<file path="src/design/pipe_trace_pkg.sv">
////////////////////////////////////////////////////////////////////////////
// Shared widths, vector types and packed records for the pipeline trace
// Eight log slots cover the five instructions that can be in flight
// Sequence numbers wrap at 256, stall counts saturate at stall_max
////////////////////////////////////////////////////////////////////////////
package pipe_trace_pkg;

    // Widths
    localparam int seq_w     = 8;                   // Sequence number
    localparam int slot_w    = 3;                   // Log index, low bits of seq
    localparam int xlen      = 32;                  // Data word
    localparam int stall_w   = 4;                   // Per-instruction stall counter
    localparam int n_slots   = 1 << slot_w;         // Log depth
    localparam int stall_max = (1 << stall_w) - 1;  // Counter saturates here

    // Vector types
    typedef logic [seq_w-1:0]   seq_t;        // Wraps
    typedef logic [slot_w-1:0]  slot_t;
    typedef logic [xlen-1:0]    word_t;
    typedef logic [stall_w-1:0] stall_cnt_t;  // Cycles spent stalled in decode

    // Payloads the CPU presents in one cycle
    typedef struct packed {
        word_t fetch_pc;
        word_t decode_instr;
        word_t exec_result;
        word_t mem_addr;
        word_t wb_data;
    } stage_in_t;

    // Tracker view of the pipe, 49 bits
    typedef struct packed {
        logic       f_valid;
        seq_t       f_seq;
        logic       d_valid;
        seq_t       d_seq;
        logic       e_valid;
        seq_t       e_seq;
        logic       m_valid;
        seq_t       m_seq;
        logic       w_valid;
        seq_t       w_seq;
        stall_cnt_t wb_stalls;  // Stall count of the write-back instruction
    } track_t;

    // One retired instruction, 172 bits
    typedef struct packed {
        seq_t       seq;
        word_t      fetch_pc;
        word_t      instr;        // Last decode cycle value
        word_t      exec_result;
        word_t      mem_addr;
        word_t      wb_data;
        stall_cnt_t stalls;
    } retire_rec_t;

endpackage

</file>
<file path="src/design/payload_log.sv">
////////////////////////////////////////////////////////////////////////////
// Per-slot store of fetch, decode, execute and memory payloads
// Slot is the low bits of seq, in-flight seqs never share a slot
// Read of the write-back slot is combinational, table has no reset
////////////////////////////////////////////////////////////////////////////
`timescale 1ns/1ps

module payload_log (
    input  logic                        clk,
    input  logic                        rst_n,
    input  pipe_trace_pkg::track_t      track,     // Stage valids and seqs
    input  pipe_trace_pkg::stage_in_t   stage_in,  // Live CPU payloads
    output pipe_trace_pkg::retire_rec_t wb_entry   // Partial record for write-back
);

    pipe_trace_pkg::word_t pc_tbl    [pipe_trace_pkg::n_slots];
    pipe_trace_pkg::word_t instr_tbl [pipe_trace_pkg::n_slots];
    pipe_trace_pkg::word_t exec_tbl  [pipe_trace_pkg::n_slots];
    pipe_trace_pkg::word_t addr_tbl  [pipe_trace_pkg::n_slots];
    logic                  f_valid_q;   // Fetch view one cycle back
    pipe_trace_pkg::seq_t  f_seq_q;
    logic                  fetch_new;   // First cycle of this fetch
    pipe_trace_pkg::slot_t f_slot;
    pipe_trace_pkg::slot_t d_slot;
    pipe_trace_pkg::slot_t e_slot;
    pipe_trace_pkg::slot_t m_slot;
    pipe_trace_pkg::slot_t w_slot;

    assign f_slot = track.f_seq[pipe_trace_pkg::slot_w-1:0];
    assign d_slot = track.d_seq[pipe_trace_pkg::slot_w-1:0];
    assign e_slot = track.e_seq[pipe_trace_pkg::slot_w-1:0];
    assign m_slot = track.m_seq[pipe_trace_pkg::slot_w-1:0];
    assign w_slot = track.w_seq[pipe_trace_pkg::slot_w-1:0];

    // New fetch when the slot turns valid or a new seq arrives
    assign fetch_new = track.f_valid && (!f_valid_q || (track.f_seq != f_seq_q));

    always_ff @(posedge clk) begin
        if (!rst_n) begin
            f_valid_q <= 1'b0;
            f_seq_q   <= '0;
        end else begin
            f_valid_q <= track.f_valid;
            f_seq_q   <= track.f_seq;
        end
    end

    ////////////////////////////////////////////////////////////////////////////
    // Table writes, one per valid stage
    ////////////////////////////////////////////////////////////////////////////
    always_ff @(posedge clk) begin
        if (fetch_new)     pc_tbl[f_slot]    <= stage_in.fetch_pc;      // Held fetch keeps first pc
        if (track.d_valid) instr_tbl[d_slot] <= stage_in.decode_instr;  // Last decode cycle wins
        if (track.e_valid) exec_tbl[e_slot]  <= stage_in.exec_result;
        if (track.m_valid) addr_tbl[m_slot]  <= stage_in.mem_addr;
    end

    // Write-back slot, seq, stalls and wb_data come from elsewhere
    always_comb begin
        wb_entry             = '0;
        wb_entry.fetch_pc    = pc_tbl[w_slot];
        wb_entry.instr       = instr_tbl[w_slot];
        wb_entry.exec_result = exec_tbl[w_slot];
        wb_entry.mem_addr    = addr_tbl[w_slot];
    end

endmodule

</file>
<file path="src/design/pipe_trace_top.sv">
////////////////////////////////////////////////////////////////////////////
// Pipeline trace unit for a five-stage in-order CPU
// Inputs sampled at each rising edge, stall is level-sensitive
// One retire record per instruction, in fetch order, no back-pressure
// No flush, no out-of-order retire
////////////////////////////////////////////////////////////////////////////
`timescale 1ns/1ps

module pipe_trace_top (
    input  logic                        clk,
    input  logic                        rst_n,         // Sync, active low
    input  logic                        stall,         // Holds fetch and decode
    input  pipe_trace_pkg::stage_in_t   stage_in,      // Per-cycle stage payloads
    output logic                        retire_valid,  // One-cycle retire strobe
    output pipe_trace_pkg::retire_rec_t retire         // Registered retire record
);

    pipe_trace_pkg::track_t      track_w;     // Tracker view to log and assembler
    pipe_trace_pkg::retire_rec_t wb_entry_w;  // Logged payloads of wb slot

    ////////////////////////////////////////////////////////////////////////////
    // Sequence and stall tracking
    ////////////////////////////////////////////////////////////////////////////
    stage_tracker stage_tracker_i (
        .clk   (clk),
        .rst_n (rst_n),
        .stall (stall),
        .track (track_w)
    );

    // Payload store by slot
    payload_log payload_log_i (
        .clk      (clk),
        .rst_n    (rst_n),
        .track    (track_w),
        .stage_in (stage_in),
        .wb_entry (wb_entry_w)
    );

    // wb_data skips the log and goes straight to the record
    retire_assembler retire_assembler_i (
        .clk          (clk),
        .rst_n        (rst_n),
        .track        (track_w),
        .wb_entry     (wb_entry_w),
        .wb_data      (stage_in.wb_data),
        .retire_valid (retire_valid),
        .retire       (retire)
    );

endmodule

</file>
<file path="src/design/retire_assembler.sv">
////////////////////////////////////////////////////////////////////////////
// Merges tracker state, log entry and live wb_data into a retire record
// retire_valid pulses one cycle after the write-back cycle
// No back-pressure, the consumer takes every strobe
// Record holds between strobes, it is X until the first one
////////////////////////////////////////////////////////////////////////////
`timescale 1ns/1ps

module retire_assembler (
    input  logic                        clk,
    input  logic                        rst_n,
    input  pipe_trace_pkg::track_t      track,         // For w_valid, w_seq, wb_stalls
    input  pipe_trace_pkg::retire_rec_t wb_entry,      // Logged payloads of wb slot
    input  pipe_trace_pkg::word_t       wb_data,       // Live write-back payload
    output logic                        retire_valid,  // One-cycle strobe
    output pipe_trace_pkg::retire_rec_t retire
);

    pipe_trace_pkg::retire_rec_t rec_d;

    ////////////////////////////////////////////////////////////////////////////
    // Record merge
    ////////////////////////////////////////////////////////////////////////////
    always_comb begin
        rec_d         = wb_entry;         // fetch_pc, instr, exec_result, mem_addr
        rec_d.seq     = track.w_seq;
        rec_d.stalls  = track.wb_stalls;
        rec_d.wb_data = wb_data;          // Only valid in the write-back cycle itself
    end

    // Strobe, high once per write-back instruction
    always_ff @(posedge clk) begin
        if (!rst_n) begin
            retire_valid <= 1'b0;
        end else begin
            retire_valid <= track.w_valid;  // Bubbles give no strobe
        end
    end

    // Payload register, loads only with a strobe
    always_ff @(posedge clk) begin
        if (track.w_valid) begin
            retire <= rec_d;
        end
    end

endmodule

</file>
<file path="src/design/stage_tracker.sv">
////////////////////////////////////////////////////////////////////////////
// Follows sequence numbers through fetch, decode, execute, memory, wb
// Stall holds fetch and decode and puts a bubble into execute
// Fetch is empty only in the first cycle after reset, then always valid
// No flush or kill support
////////////////////////////////////////////////////////////////////////////
`timescale 1ns/1ps

module stage_tracker (
    input  logic                   clk,
    input  logic                   rst_n,   // Sync, active low
    input  logic                   stall,   // Level, holds fetch and decode
    output pipe_trace_pkg::track_t track
);

    logic                       f_valid_q;
    pipe_trace_pkg::seq_t       f_seq_q;
    pipe_trace_pkg::seq_t       next_seq_q;  // Seq given to the next fetch
    logic                       d_valid_q;
    pipe_trace_pkg::seq_t       d_seq_q;
    pipe_trace_pkg::stall_cnt_t d_stalls_q;
    logic                       e_valid_q;
    pipe_trace_pkg::seq_t       e_seq_q;
    pipe_trace_pkg::stall_cnt_t e_stalls_q;
    logic                       m_valid_q;
    pipe_trace_pkg::seq_t       m_seq_q;
    pipe_trace_pkg::stall_cnt_t m_stalls_q;
    logic                       w_valid_q;
    pipe_trace_pkg::seq_t       w_seq_q;
    pipe_trace_pkg::stall_cnt_t w_stalls_q;
    logic                       fetch_load;
    logic                       stall_sat;

    // An empty fetch slot fills even under stall
    assign fetch_load = !f_valid_q || !stall;
    assign stall_sat  = (d_stalls_q == pipe_trace_pkg::stall_cnt_t'(pipe_trace_pkg::stall_max));

    ////////////////////////////////////////////////////////////////////////////
    // Front end, fetch and decode hold on stall
    ////////////////////////////////////////////////////////////////////////////
    always_ff @(posedge clk) begin
        if (!rst_n) begin
            f_valid_q  <= 1'b0;
            f_seq_q    <= '0;
            next_seq_q <= '0;                 // First instruction gets seq 0
        end else if (fetch_load) begin
            f_valid_q  <= 1'b1;
            f_seq_q    <= next_seq_q;
            next_seq_q <= next_seq_q + 1'b1;  // Wraps at 256
        end
    end

    always_ff @(posedge clk) begin
        if (!rst_n) begin
            d_valid_q  <= 1'b0;
            d_seq_q    <= '0;
            d_stalls_q <= '0;
        end else if (!stall) begin
            d_valid_q  <= f_valid_q;          // Fetch moves on
            d_seq_q    <= f_seq_q;
            d_stalls_q <= '0;                 // New instruction starts unstalled
        end else if (d_valid_q && !stall_sat) begin
            d_stalls_q <= d_stalls_q + 1'b1;  // Empty decode counts nothing
        end
    end

    ////////////////////////////////////////////////////////////////////////////
    // Back end, always advances
    ////////////////////////////////////////////////////////////////////////////
    always_ff @(posedge clk) begin
        if (!rst_n) begin
            e_valid_q  <= 1'b0;
            e_seq_q    <= '0;
            e_stalls_q <= '0;
            m_valid_q  <= 1'b0;
            m_seq_q    <= '0;
            m_stalls_q <= '0;
            w_valid_q  <= 1'b0;
            w_seq_q    <= '0;
            w_stalls_q <= '0;
        end else begin
            e_valid_q  <= d_valid_q && !stall;  // Bubble while decode holds
            e_seq_q    <= d_seq_q;
            e_stalls_q <= d_stalls_q;           // Count travels with its instruction
            m_valid_q  <= e_valid_q;
            m_seq_q    <= e_seq_q;
            m_stalls_q <= e_stalls_q;
            w_valid_q  <= m_valid_q;
            w_seq_q    <= m_seq_q;
            w_stalls_q <= m_stalls_q;
        end
    end

    // Pack the view for the log and the assembler
    always_comb begin
        track.f_valid   = f_valid_q;
        track.f_seq     = f_seq_q;
        track.d_valid   = d_valid_q;
        track.d_seq     = d_seq_q;
        track.e_valid   = e_valid_q;
        track.e_seq     = e_seq_q;
        track.m_valid   = m_valid_q;
        track.m_seq     = m_seq_q;
        track.w_valid   = w_valid_q;
        track.w_seq     = w_seq_q;
        track.wb_stalls = w_stalls_q;
    end

endmodule

</file>
<file path="config.mk">
export PLATFORM = sky130hd
export DESIGN_NAME = pipe_trace_top
export DESIGN_NICKNAME = d
export VERILOG_FILES = /design/src/design/pipe_trace_pkg.sv /design/src/design/payload_log.sv /design/src/design/pipe_trace_top.sv /design/src/design/retire_assembler.sv /design/src/design/stage_tracker.sv
export SDC_FILE = /design/constraint.sdc
export NUM_CORES = 1
export LEC_CHECK = 0
export ABC_AREA = 0
export BUFFER_PORTS_ARGS = -buffer_cell sky130_fd_sc_hd__clkbuf_2
export CORE_UTILIZATION = 30
export CTS_CLUSTER_SIZE = 20
export DETAILED_ROUTE_END_ITERATION = 7
export MAX_ROUTING_LAYER = met4
export PLACE_DENSITY = 0.5
export REMOVE_ABC_BUFFERS = 1
export SKIP_CTS_REPAIR_TIMING = 1
export SLEW_MARGIN = 40
export SYNTH_ARGS = -nofsm -noshare
export SYNTH_HDL_FRONTEND = slang
export SYNTH_HIERARCHICAL = 1
export SYNTH_SLANG_ARGS = --single-unit
</file>
<file path="constraint.sdc">
create_clock -name clk -period 12.2 [get_ports clk]
set_input_delay 2.44 -clock clk [delete_from_list [all_inputs] [get_ports clk]]
set_output_delay 2.44 -clock clk [all_outputs]
set_load 0.05 [all_outputs]
</file>
# [After elaboration in Yosys (flattened, before gate mapping)]
# Memories as Yosys holds them, arrays and structs flattened. A register that Yosys moved wholly into a read port is not among the register bits.
# Index checks and enable logic that the tools add are counted.
[word_totals] output_inout_bits=173 mem_bits_rw=1024 ff_bits=123 mem_count=4 wordCells=47
[op_classes] n_mux=8 n_eq_ne=2 reduce_logical=10 add_sub_neg=2
[memory_table] memory="payload_log_i.addr_tbl" words=8 width=32 rd=1 rd_clocked_by_memory_dff=1 write_ports=1 line="payload_log.sv:19" text="pipe_trace_pkg::word_t addr_tbl [pipe_trace_pkg::n_slots];"
[memory_table] memory="payload_log_i.exec_tbl" words=8 width=32 rd=1 rd_clocked_by_memory_dff=1 write_ports=1 line="payload_log.sv:18" text="pipe_trace_pkg::word_t exec_tbl [pipe_trace_pkg::n_slots];"
[memory_table] memory="payload_log_i.instr_tbl" words=8 width=32 rd=1 rd_clocked_by_memory_dff=1 write_ports=1 line="payload_log.sv:17" text="pipe_trace_pkg::word_t instr_tbl [pipe_trace_pkg::n_slots];"
[memory_table] memory="payload_log_i.pc_tbl" words=8 width=32 rd=1 rd_clocked_by_memory_dff=1 write_ports=1 line="payload_log.sv:16" text="pipe_trace_pkg::word_t pc_tbl [pipe_trace_pkg::n_slots];"
[op_table] operator="8-bit by 1-bit adder with 8-bit output (second input constant)" count=1
[op_table] operator="1-bit 2-to-1 mux" count=8
[op_table] operator="8-bit inequality test" count=1
[op_table] operator="4-bit by 1-bit adder with 4-bit output (second input constant)" count=1
[op_table] operator="4-bit equality test (second input constant)" count=1
[op_table] operator="1-bit logical NOT" count=4
[op_table] operator="1-bit logical AND" count=3
[op_table] operator="1-bit logical OR" count=2
[op_table] operator="2-bit AND reduction" count=1

# [Logic depth before layout (Yosys ltp)]
# Gate-level depths: netlist of run 1.
[logic_depth] depth_word=5 mapped_depth=5 depth_no_buf=4

# [Modules after synthesis]
# Netlist of run 1, hierarchy kept.
[modules_own_cells] mod="payload_log" area_per_inst_um2=39853.2 cells_per_inst=1606 n_inst=1 seq_area_each_um2=30929.7
[modules_own_cells] mod="retire_assembler" area_per_inst_um2=5191.2 cells_per_inst=174 n_inst=1 seq_area_each_um2=5185.0
[modules_own_cells] mod="stage_tracker" area_per_inst_um2=2248.4 cells_per_inst=217 n_inst=1 seq_area_each_um2=1381.3

# [Worst setup path after synthesis of run 1]
# Ideal clock, no wire load.
[synth_path] kind="flip-flop to flip-flop" start="register stage_tracker_i.f_seq_q[2]" end="memory payload_log_i/pc_tbl[4][0] (netlist name) (enable)" setup_time_ns=0.513 arrival_ns=4.270 period_less_slack_ns=4.784 n_path_buf=1 setup_slack_ns=7.416 path_stages_with_launch=6 required_ns=11.687 path_cell_list="dfxtp_1 clkbuf_1 xnor2_1 nand4_1 nor3_1 nor4b_1"
[synth_via] elab_chain_cells=5
[synth_rtl] element="start: declaration" line="stage_tracker.sv:17" text="pipe_trace_pkg::seq_t f_seq_q;"
[synth_rtl] element="start signal: assignment" line="stage_tracker.sv:48" text="f_seq_q <= next_seq_q;"
[synth_rtl] element="8-bit inequality test" line="payload_log.sv:36" text="assign fetch_new = track.f_valid && (!f_valid_q || (track.f_seq != f_seq_q));"
[synth_rtl] element="1-bit logical OR" line="payload_log.sv:36"
[synth_rtl] element="1-bit logical AND" line="payload_log.sv:36"
[synth_rtl] element="1-bit 2-to-1 mux" line="payload_log.sv:52" text="if (fetch_new) pc_tbl[f_slot] <= stage_in.fetch_pc;"
[synth_rtl] element="1-bit 2-to-1 mux (implied by the code)" line="payload_log.sv:52"
[synth_rtl] element="end: declaration" line="payload_log.sv:16"
# Parallel ways exist; a longest one is shown, timed or not.

# [Worst setup path after layout of run 1]
[layout_path] start="register, netlist name retire_assembler_i/retire[111]" end="output port retire[111] (netlist name)"
[layout_lines] element="end: declaration" line="pipe_trace_top.sv:15" text="output pipe_trace_pkg::retire_rec_t retire"
# No word-level cell between the ends.

==> results of run 1 <==
report_power, final:
part	switching (mW)	internal [mW]	total (mW)
Combinational	0.101	0.0603	0.161
Clock	1.74	2.43	4.18
Sequential	0.0112	4.81	4.82
how the worst max path moves through the flow:
stage	start	end	slack, ps
after floorplan	stage_tracker_i/w_seq_q[0]$_SDFF_PN0_	retire_assembler_i/retire[101]$_DFFE_PP_	1000
after global placement	stage_tracker_i/w_seq_q[0]$_SDFF_PN0_	retire_assembler_i/retire[153]$_DFFE_PP_	8290
after detailed placement	stall	stage_tracker_i/next_seq_q[7]$_SDFFE_PN0P_	8340
after CTS	retire_assembler_i/retire[111]$_DFFE_PP_	retire[111]	8060
after global routing	retire_assembler_i/retire[111]$_DFFE_PP_	retire[111]	8120
final	retire_assembler_i/retire[111]$_DFFE_PP_	retire[111]	8230
placed cells by master (no fill, tap or decap), types with 10 or more instances in the layout:
cell type,instances
edfxtp_1,1196
clkinv_1,23
nor2_4,18
clkbuf_2,335
mux4_2,184
nor2_1,11
a21oi_1,15
mux4_1,72
clkinv_2,15
clkbuf_1,34
and2_1,49
mux2_2,128
mux2i_1,11
dfxtp_1,75
diode_2,16
nand2b_1,12
clkbuf_16,144
buf_4,38
bufinv_16,10
nand2_1,32
clkinvlp_4,10
per-stage QoR:
| step | cells | power (mW) | setup WS (ps) | utilization, % | hold WS [ps] |
|---|---|---|---|---|---|
| finish | 4567 | 9.16 | 8230 | 36.0 | 423 |
| global route | 4564 | 9.48 | 8120 | 36.0 | 448 |
| CTS | 4550 | 9.31 | 8060 | 36.0 | 429 |
| detailed placement | 4294 | 5.08 | 8340 | 33.0 | 420 |
| global placement | 4289 | 5.07 | 8290 | 32.9 | 423 |
| floorplan | 1863 | 4.99 | 995 | - | 386 |
area by class of cell:
type / count / area (µm²)
fillers: 14100 / 99000
well taps: 2044 / 2560
clock inverters: 73 / 823
multi-input cells: 585 / 8860
repair buffers: 388 / 2190
clock buffers: 183 / 3790
diodes: 16 / 40.0
flip-flops and latches: 1275 / 37500
inverters: 3 / 11.3
state kept, by name, indices dropped and copies added (netlist names), 8 cells and up:
register,flops
stage_tracker_i/e_seq_q,8
payload_log_i/addr_tbl,256
payload_log_i/instr_tbl,256
payload_log_i/f_seq_q,8
payload_log_i/exec_tbl,256
stage_tracker_i/d_seq_q,8
stage_tracker_i/next_seq_q,8
stage_tracker_i/m_seq_q,8
stage_tracker_i/f_seq_q,8
stage_tracker_i/w_seq_q,8
payload_log_i/pc_tbl,256
retire_assembler_i/retire,172
routing by layer:
layer,GRT usage [%],vias up
li1,-,9106
met1,16.9,11100
met2,21.9,481
met3,3.62,159
met4,3.87,0
met5,-,-
==> flow_metrics.env, run 1 <==
export IMPL_endpoint_kind="primary output"
export IMPL_initial_utilization_pct=30.3
export IMPL_r2r_slack_ps=8990
export IMPL_holdPathStages=1
export IMPL_design_area_um2=55800
export IMPL_slew_headroom_pct=38.9
export IMPL_fmax_mhz=252
export IMPL_worstHoldPathType="register to register"
export IMPL_timing_setup_tns_ps=0
export IMPL_setup_viol=0
export IMPL_drt_initial_drc_count=1147
export IMPL_clockRootBuffer="clkbuf_16"
export IMPL_clock_latency_ps=750
export IMPL_grt_pass1_vias=22600
export IMPL_wl_um=105000
export IMPL_die_x_um=398
export IMPL_vias_per_cell=4.57
export IMPL_syn_to_final_growth_pct=18.8
export IMPL_tightestPinTransition_ps=916
export IMPL_max_stage_delay_ps=460
export IMPL_skew_ps=30.9
export IMPL_critical_path_class="register to primary output"
export IMPL_ys_warn_count=6
export IMPL_rows=144
export IMPL_via_count=20900
export IMPL_die_y_um=398
export IMPL_avgSynthCellArea_um2=24.1
export IMPL_clock_sinks=1275
export IMPL_power_leakage_nw=17.7
export IMPL_status="completed"
export IMPL_wl_met2_um=51800
export IMPL_rsz0062_at_grt="false"
export IMPL_holdPathEnd="stage_tracker_i/w_stalls_q[3]$_SDFF_PN0_"
export IMPL_port_buffers=335
export IMPL_cts_max_level=4
export IMPL_grt_first_pass_wirelength_um=152000
export IMPL_syn_area_um2=47000
export IMPL_syn_inst=1952
export IMPL_grt_max_degree=113
export IMPL_overflow=0
export IMPL_io_pins=336
export IMPL_path_cells="clkbuf_2"
export IMPL_rr_startpoint="stage_tracker_i/w_seq_q[0]$_SDFF_PN0_"
export IMPL_p_per_area_nw_per_um2=164
export IMPL_core_um2=155000
export IMPL_drc=0
export IMPL_cts_buffers=142
export IMPL_peakVddDrop_v=0.000126
export IMPL_cpMaxStageDelayCell="edfxtp_1"
export IMPL_crit_arrival_ps=1530
export IMPL_crit_family="flip-flops"
export IMPL_hold_viol_final=0
export IMPL_dpl_instance_area_um2=51100
export IMPL_drive_gt1_share_pct=37.3
export IMPL_worstPathRequired_ps=9760
export IMPL_met1Wirelength_um=44600
export IMPL_place_hpwl_um=56400
export IMPL_dr_pass1_iters=5
export IMPL_cts_tree="yes"
export IMPL_dieArea_um2=158000
export IMPL_clockBufferDepth=3
export IMPL_ant_nets=0
export IMPL_grt_total_usage_pct=13.6
export IMPL_worstPathMaxFanout=1
export IMPL_top_layer="met4"
export IMPL_cp_depth=1
export IMPL_nNetsFinal=2560
export IMPL_maxCapViolations=0
export IMPL_cp_start_kind="register"
export IMPL_path_clk_slew_ps=60
export IMPL_worst_path_buf_inv=1
export IMPL_routedWlPerCell_um=22.9
export IMPL_worstHoldStart="stage_tracker_i/m_stalls_q[3]$_SDFF_PN0_"
export IMPL_fin_crit_ps=3970
export IMPL_antenna_found_initial=18
export IMPL_wl_met3_um=6230
export IMPL_gp_congestion=0.688
export IMPL_r2r_cells=5
export IMPL_reg2reg_to="retire_assembler_i/retire[104]$_DFFE_PP_"
export IMPL_maxSlewViolCount=0
export IMPL_finalCritPeriodShare_pct=32.5
No activity file was read; power rests on OpenSTA's default activity.
==> run 2: changes to the inputs <==
==> constraint.sdc (replaced) <==
create_clock -name clk -period 3.82 [get_ports clk]
set_input_delay 0.764 -clock clk [delete_from_list [all_inputs] [get_ports clk]]
set_output_delay 0.764 -clock clk [all_outputs]
set_load 0.05 [all_outputs]
==> run 2 against run 1 <==
Net effect: via count increased by 0.24%; design area increased by 0.94%; global-route usage increased by 0.33 points; first-iteration DRC count increased by 11%; die area unchanged; core utilization increased by 0.34 points; critical path depth unchanged; critical endpoint is now retire[158]; register-to-register slack got worse by 7500 ps; hold slack got worse by 250 ps; critical path type unchanged; power increased to 3.2 times the previous value; sequential power increased to 3.2 times the previous value.
==> flow_metrics.env, run 2 (synthesized netlist as in run 1, its figures left out) <==
export IMPL_path_cells="clkbuf_2"
export IMPL_clockRootBuffer="clkbuf_16"
export IMPL_max_stage_delay_ps=480
export IMPL_io_pins=336
export IMPL_multi_input_area_um2=8860
export IMPL_worstPathMaxFanout=1
export IMPL_nNetsFinal=2592
export IMPL_n_fill_cell=14100
export IMPL_maxCapViolations=0
export IMPL_cts_max_level=4
export IMPL_fin_crit_ps=2340
export IMPL_crit_arrival_ps=1570
export IMPL_critical_path_class="register to primary output"
export IMPL_worstPathRequired_ps=3060
export IMPL_cts_buffers=144
export IMPL_hold_viol_final=0
export IMPL_cp_start_kind="register"
export IMPL_worstHoldPathType="input pin to register"
export IMPL_core_um2=155000
export IMPL_drt_initial_drc_count=1274
export IMPL_drive_gt1_share_pct=38.0
export IMPL_dr_pass1_iters=5
export IMPL_final_common_cell="edfxtp_1"
export IMPL_p_int_mw=23.3
export IMPL_initial_utilization_pct=30.3
export IMPL_grt_pass1_vias=22500
export IMPL_cpMaxStageDelayCell="edfxtp_1"
export IMPL_timing_setup_tns_ps=0
export IMPL_port_buffers=335
export IMPL_fmax_mhz=428
export IMPL_dieArea_um2=158000
export IMPL_cts_tree="yes"
export IMPL_status="completed"
export IMPL_via_count=20900
export IMPL_total_power_mw=29.2
export IMPL_power_leakage_nw=18.0
export IMPL_die_x_um=398
export IMPL_clock_power_share_pct=45.4
export IMPL_die_y_um=398
export IMPL_worst_path_buf_inv=1
export IMPL_peakVddDrop_v=0.000382
export IMPL_seq_area_um2=37500
export IMPL_final_cell_mix="edfxtp_1, clkbuf_2, mux4_2, clkbuf_16, mux2_2"
export IMPL_syn_to_final_growth_pct=19.9
export IMPL_finalCritPeriodShare_pct=61.2
export IMPL_endpoint_kind="primary output"
export IMPL_grt_total_usage_pct=14.0
export IMPL_slew_headroom_pct=46.0
export IMPL_vias_per_cell=4.55
export IMPL_overflow=0
export IMPL_antenna_found_initial=17
export IMPL_p_per_area_nw_per_um2=518
export IMPL_power_frac_seq_pct=52.8
export IMPL_fin_hold_ws_ps=168
export IMPL_clockBufferDepth=3
export IMPL_crit_family="flip-flops"
export IMPL_tightestPinTransition_ps=809
export IMPL_rsz0062_at_grt="false"
export IMPL_rows=144
export IMPL_grt_first_pass_wirelength_um=155000
export IMPL_clock_sinks=1275
export IMPL_wl_um=107000
export IMPL_skew_ps=16.5
export IMPL_ant_nets=0
export IMPL_place_hpwl_um=62100
export IMPL_p_sw_mw=5.87
export IMPL_pwr_share_comb_pct=1.8
export IMPL_routedWlPerCell_um=23.2
export IMPL_post_route_util_pct=36.4
export IMPL_clock_latency_ps=770
export IMPL_setup_viol=0
export IMPL_drc=0
export IMPL_swShare_pct=20.1
export IMPL_grt_max_degree=58
export IMPL_maxSlewViolCount=0
export IMPL_gp_congestion=0.687
export IMPL_path_clk_slew_ps=60
run 2: metrics by stage:
| step | worst slack (ps) | area (µm²) | instances |
|---|---|---|---|
| floorplan | -7380 | 46200 | 1863 |
| global placement | 1310 | 51300 | 4306 |
| detailed placement | 1270 | 51700 | 4324 |
| CTS | 1240 | 56300 | 4582 |
| global route | 1360 | 56300 | 4597 |
| finish | 1480 | 56300 | 4599 |
run 2: final cells by class:
class	instances	share of cell area, %
multi-input cells	585	15.7
well taps	2044	4.54
inverters	3	0.0200
repair buffers	418	4.94
diodes	16	0.0711
clock inverters	80	1.24
flip-flops and latches	1275	66.6
clock buffers	178	6.85
run 2: worst reg2reg max path, cell delays in order (launching register included):
cell and delay, ps:
dfxtp_4 550, buf_12 260, buf_12 340, mux4_1 630
mux2_2 280
run 2: path summary, 6_finish.rpt:
check        slack, ps  cells past startpoint                                  endpoint                                      from
max reg2reg       1510                      4   retire_assembler_i/retire[87]$_DFFE_PP_     stage_tracker_i/w_seq_q[0]$_SDFF_PN0_
max               1480                      1                               retire[158]  retire_assembler_i/retire[158]$_DFFE_PP_
min                170                      1    retire_assembler_i/retire[5]$_DFFE_PP_                               stage_in[1]
min reg2reg        400                      0  retire_assembler_i/retire[169]$_DFFE_PP_     stage_tracker_i/w_seq_q[5]$_SDFF_PN0_
run 2: power groups by stage:
stage / combinational (mW) / sequential [mW] / clock (mW)
4_1_cts: 0.534 / 15.4 / 13.7
3_5_place_dp: 0.532 / 15.7 / 0
6_report: 0.519 / 15.4 / 13.2
2_1_floorplan: 0.197 / 15.7 / 0
3_3_place_gp: 0.498 / 15.7 / 0
5_1_grt: 0.575 / 15.4 / 14.2
run 2: routing by layer:
metal  track usage [%]  vias up  routed length (µm)
met2              22.4      467               52500
met4              3.84        0                2140
met3              4.03      165                6780
met1              17.1    11100               45100
met5                 -        -                   0
li1                  -     9199                   -
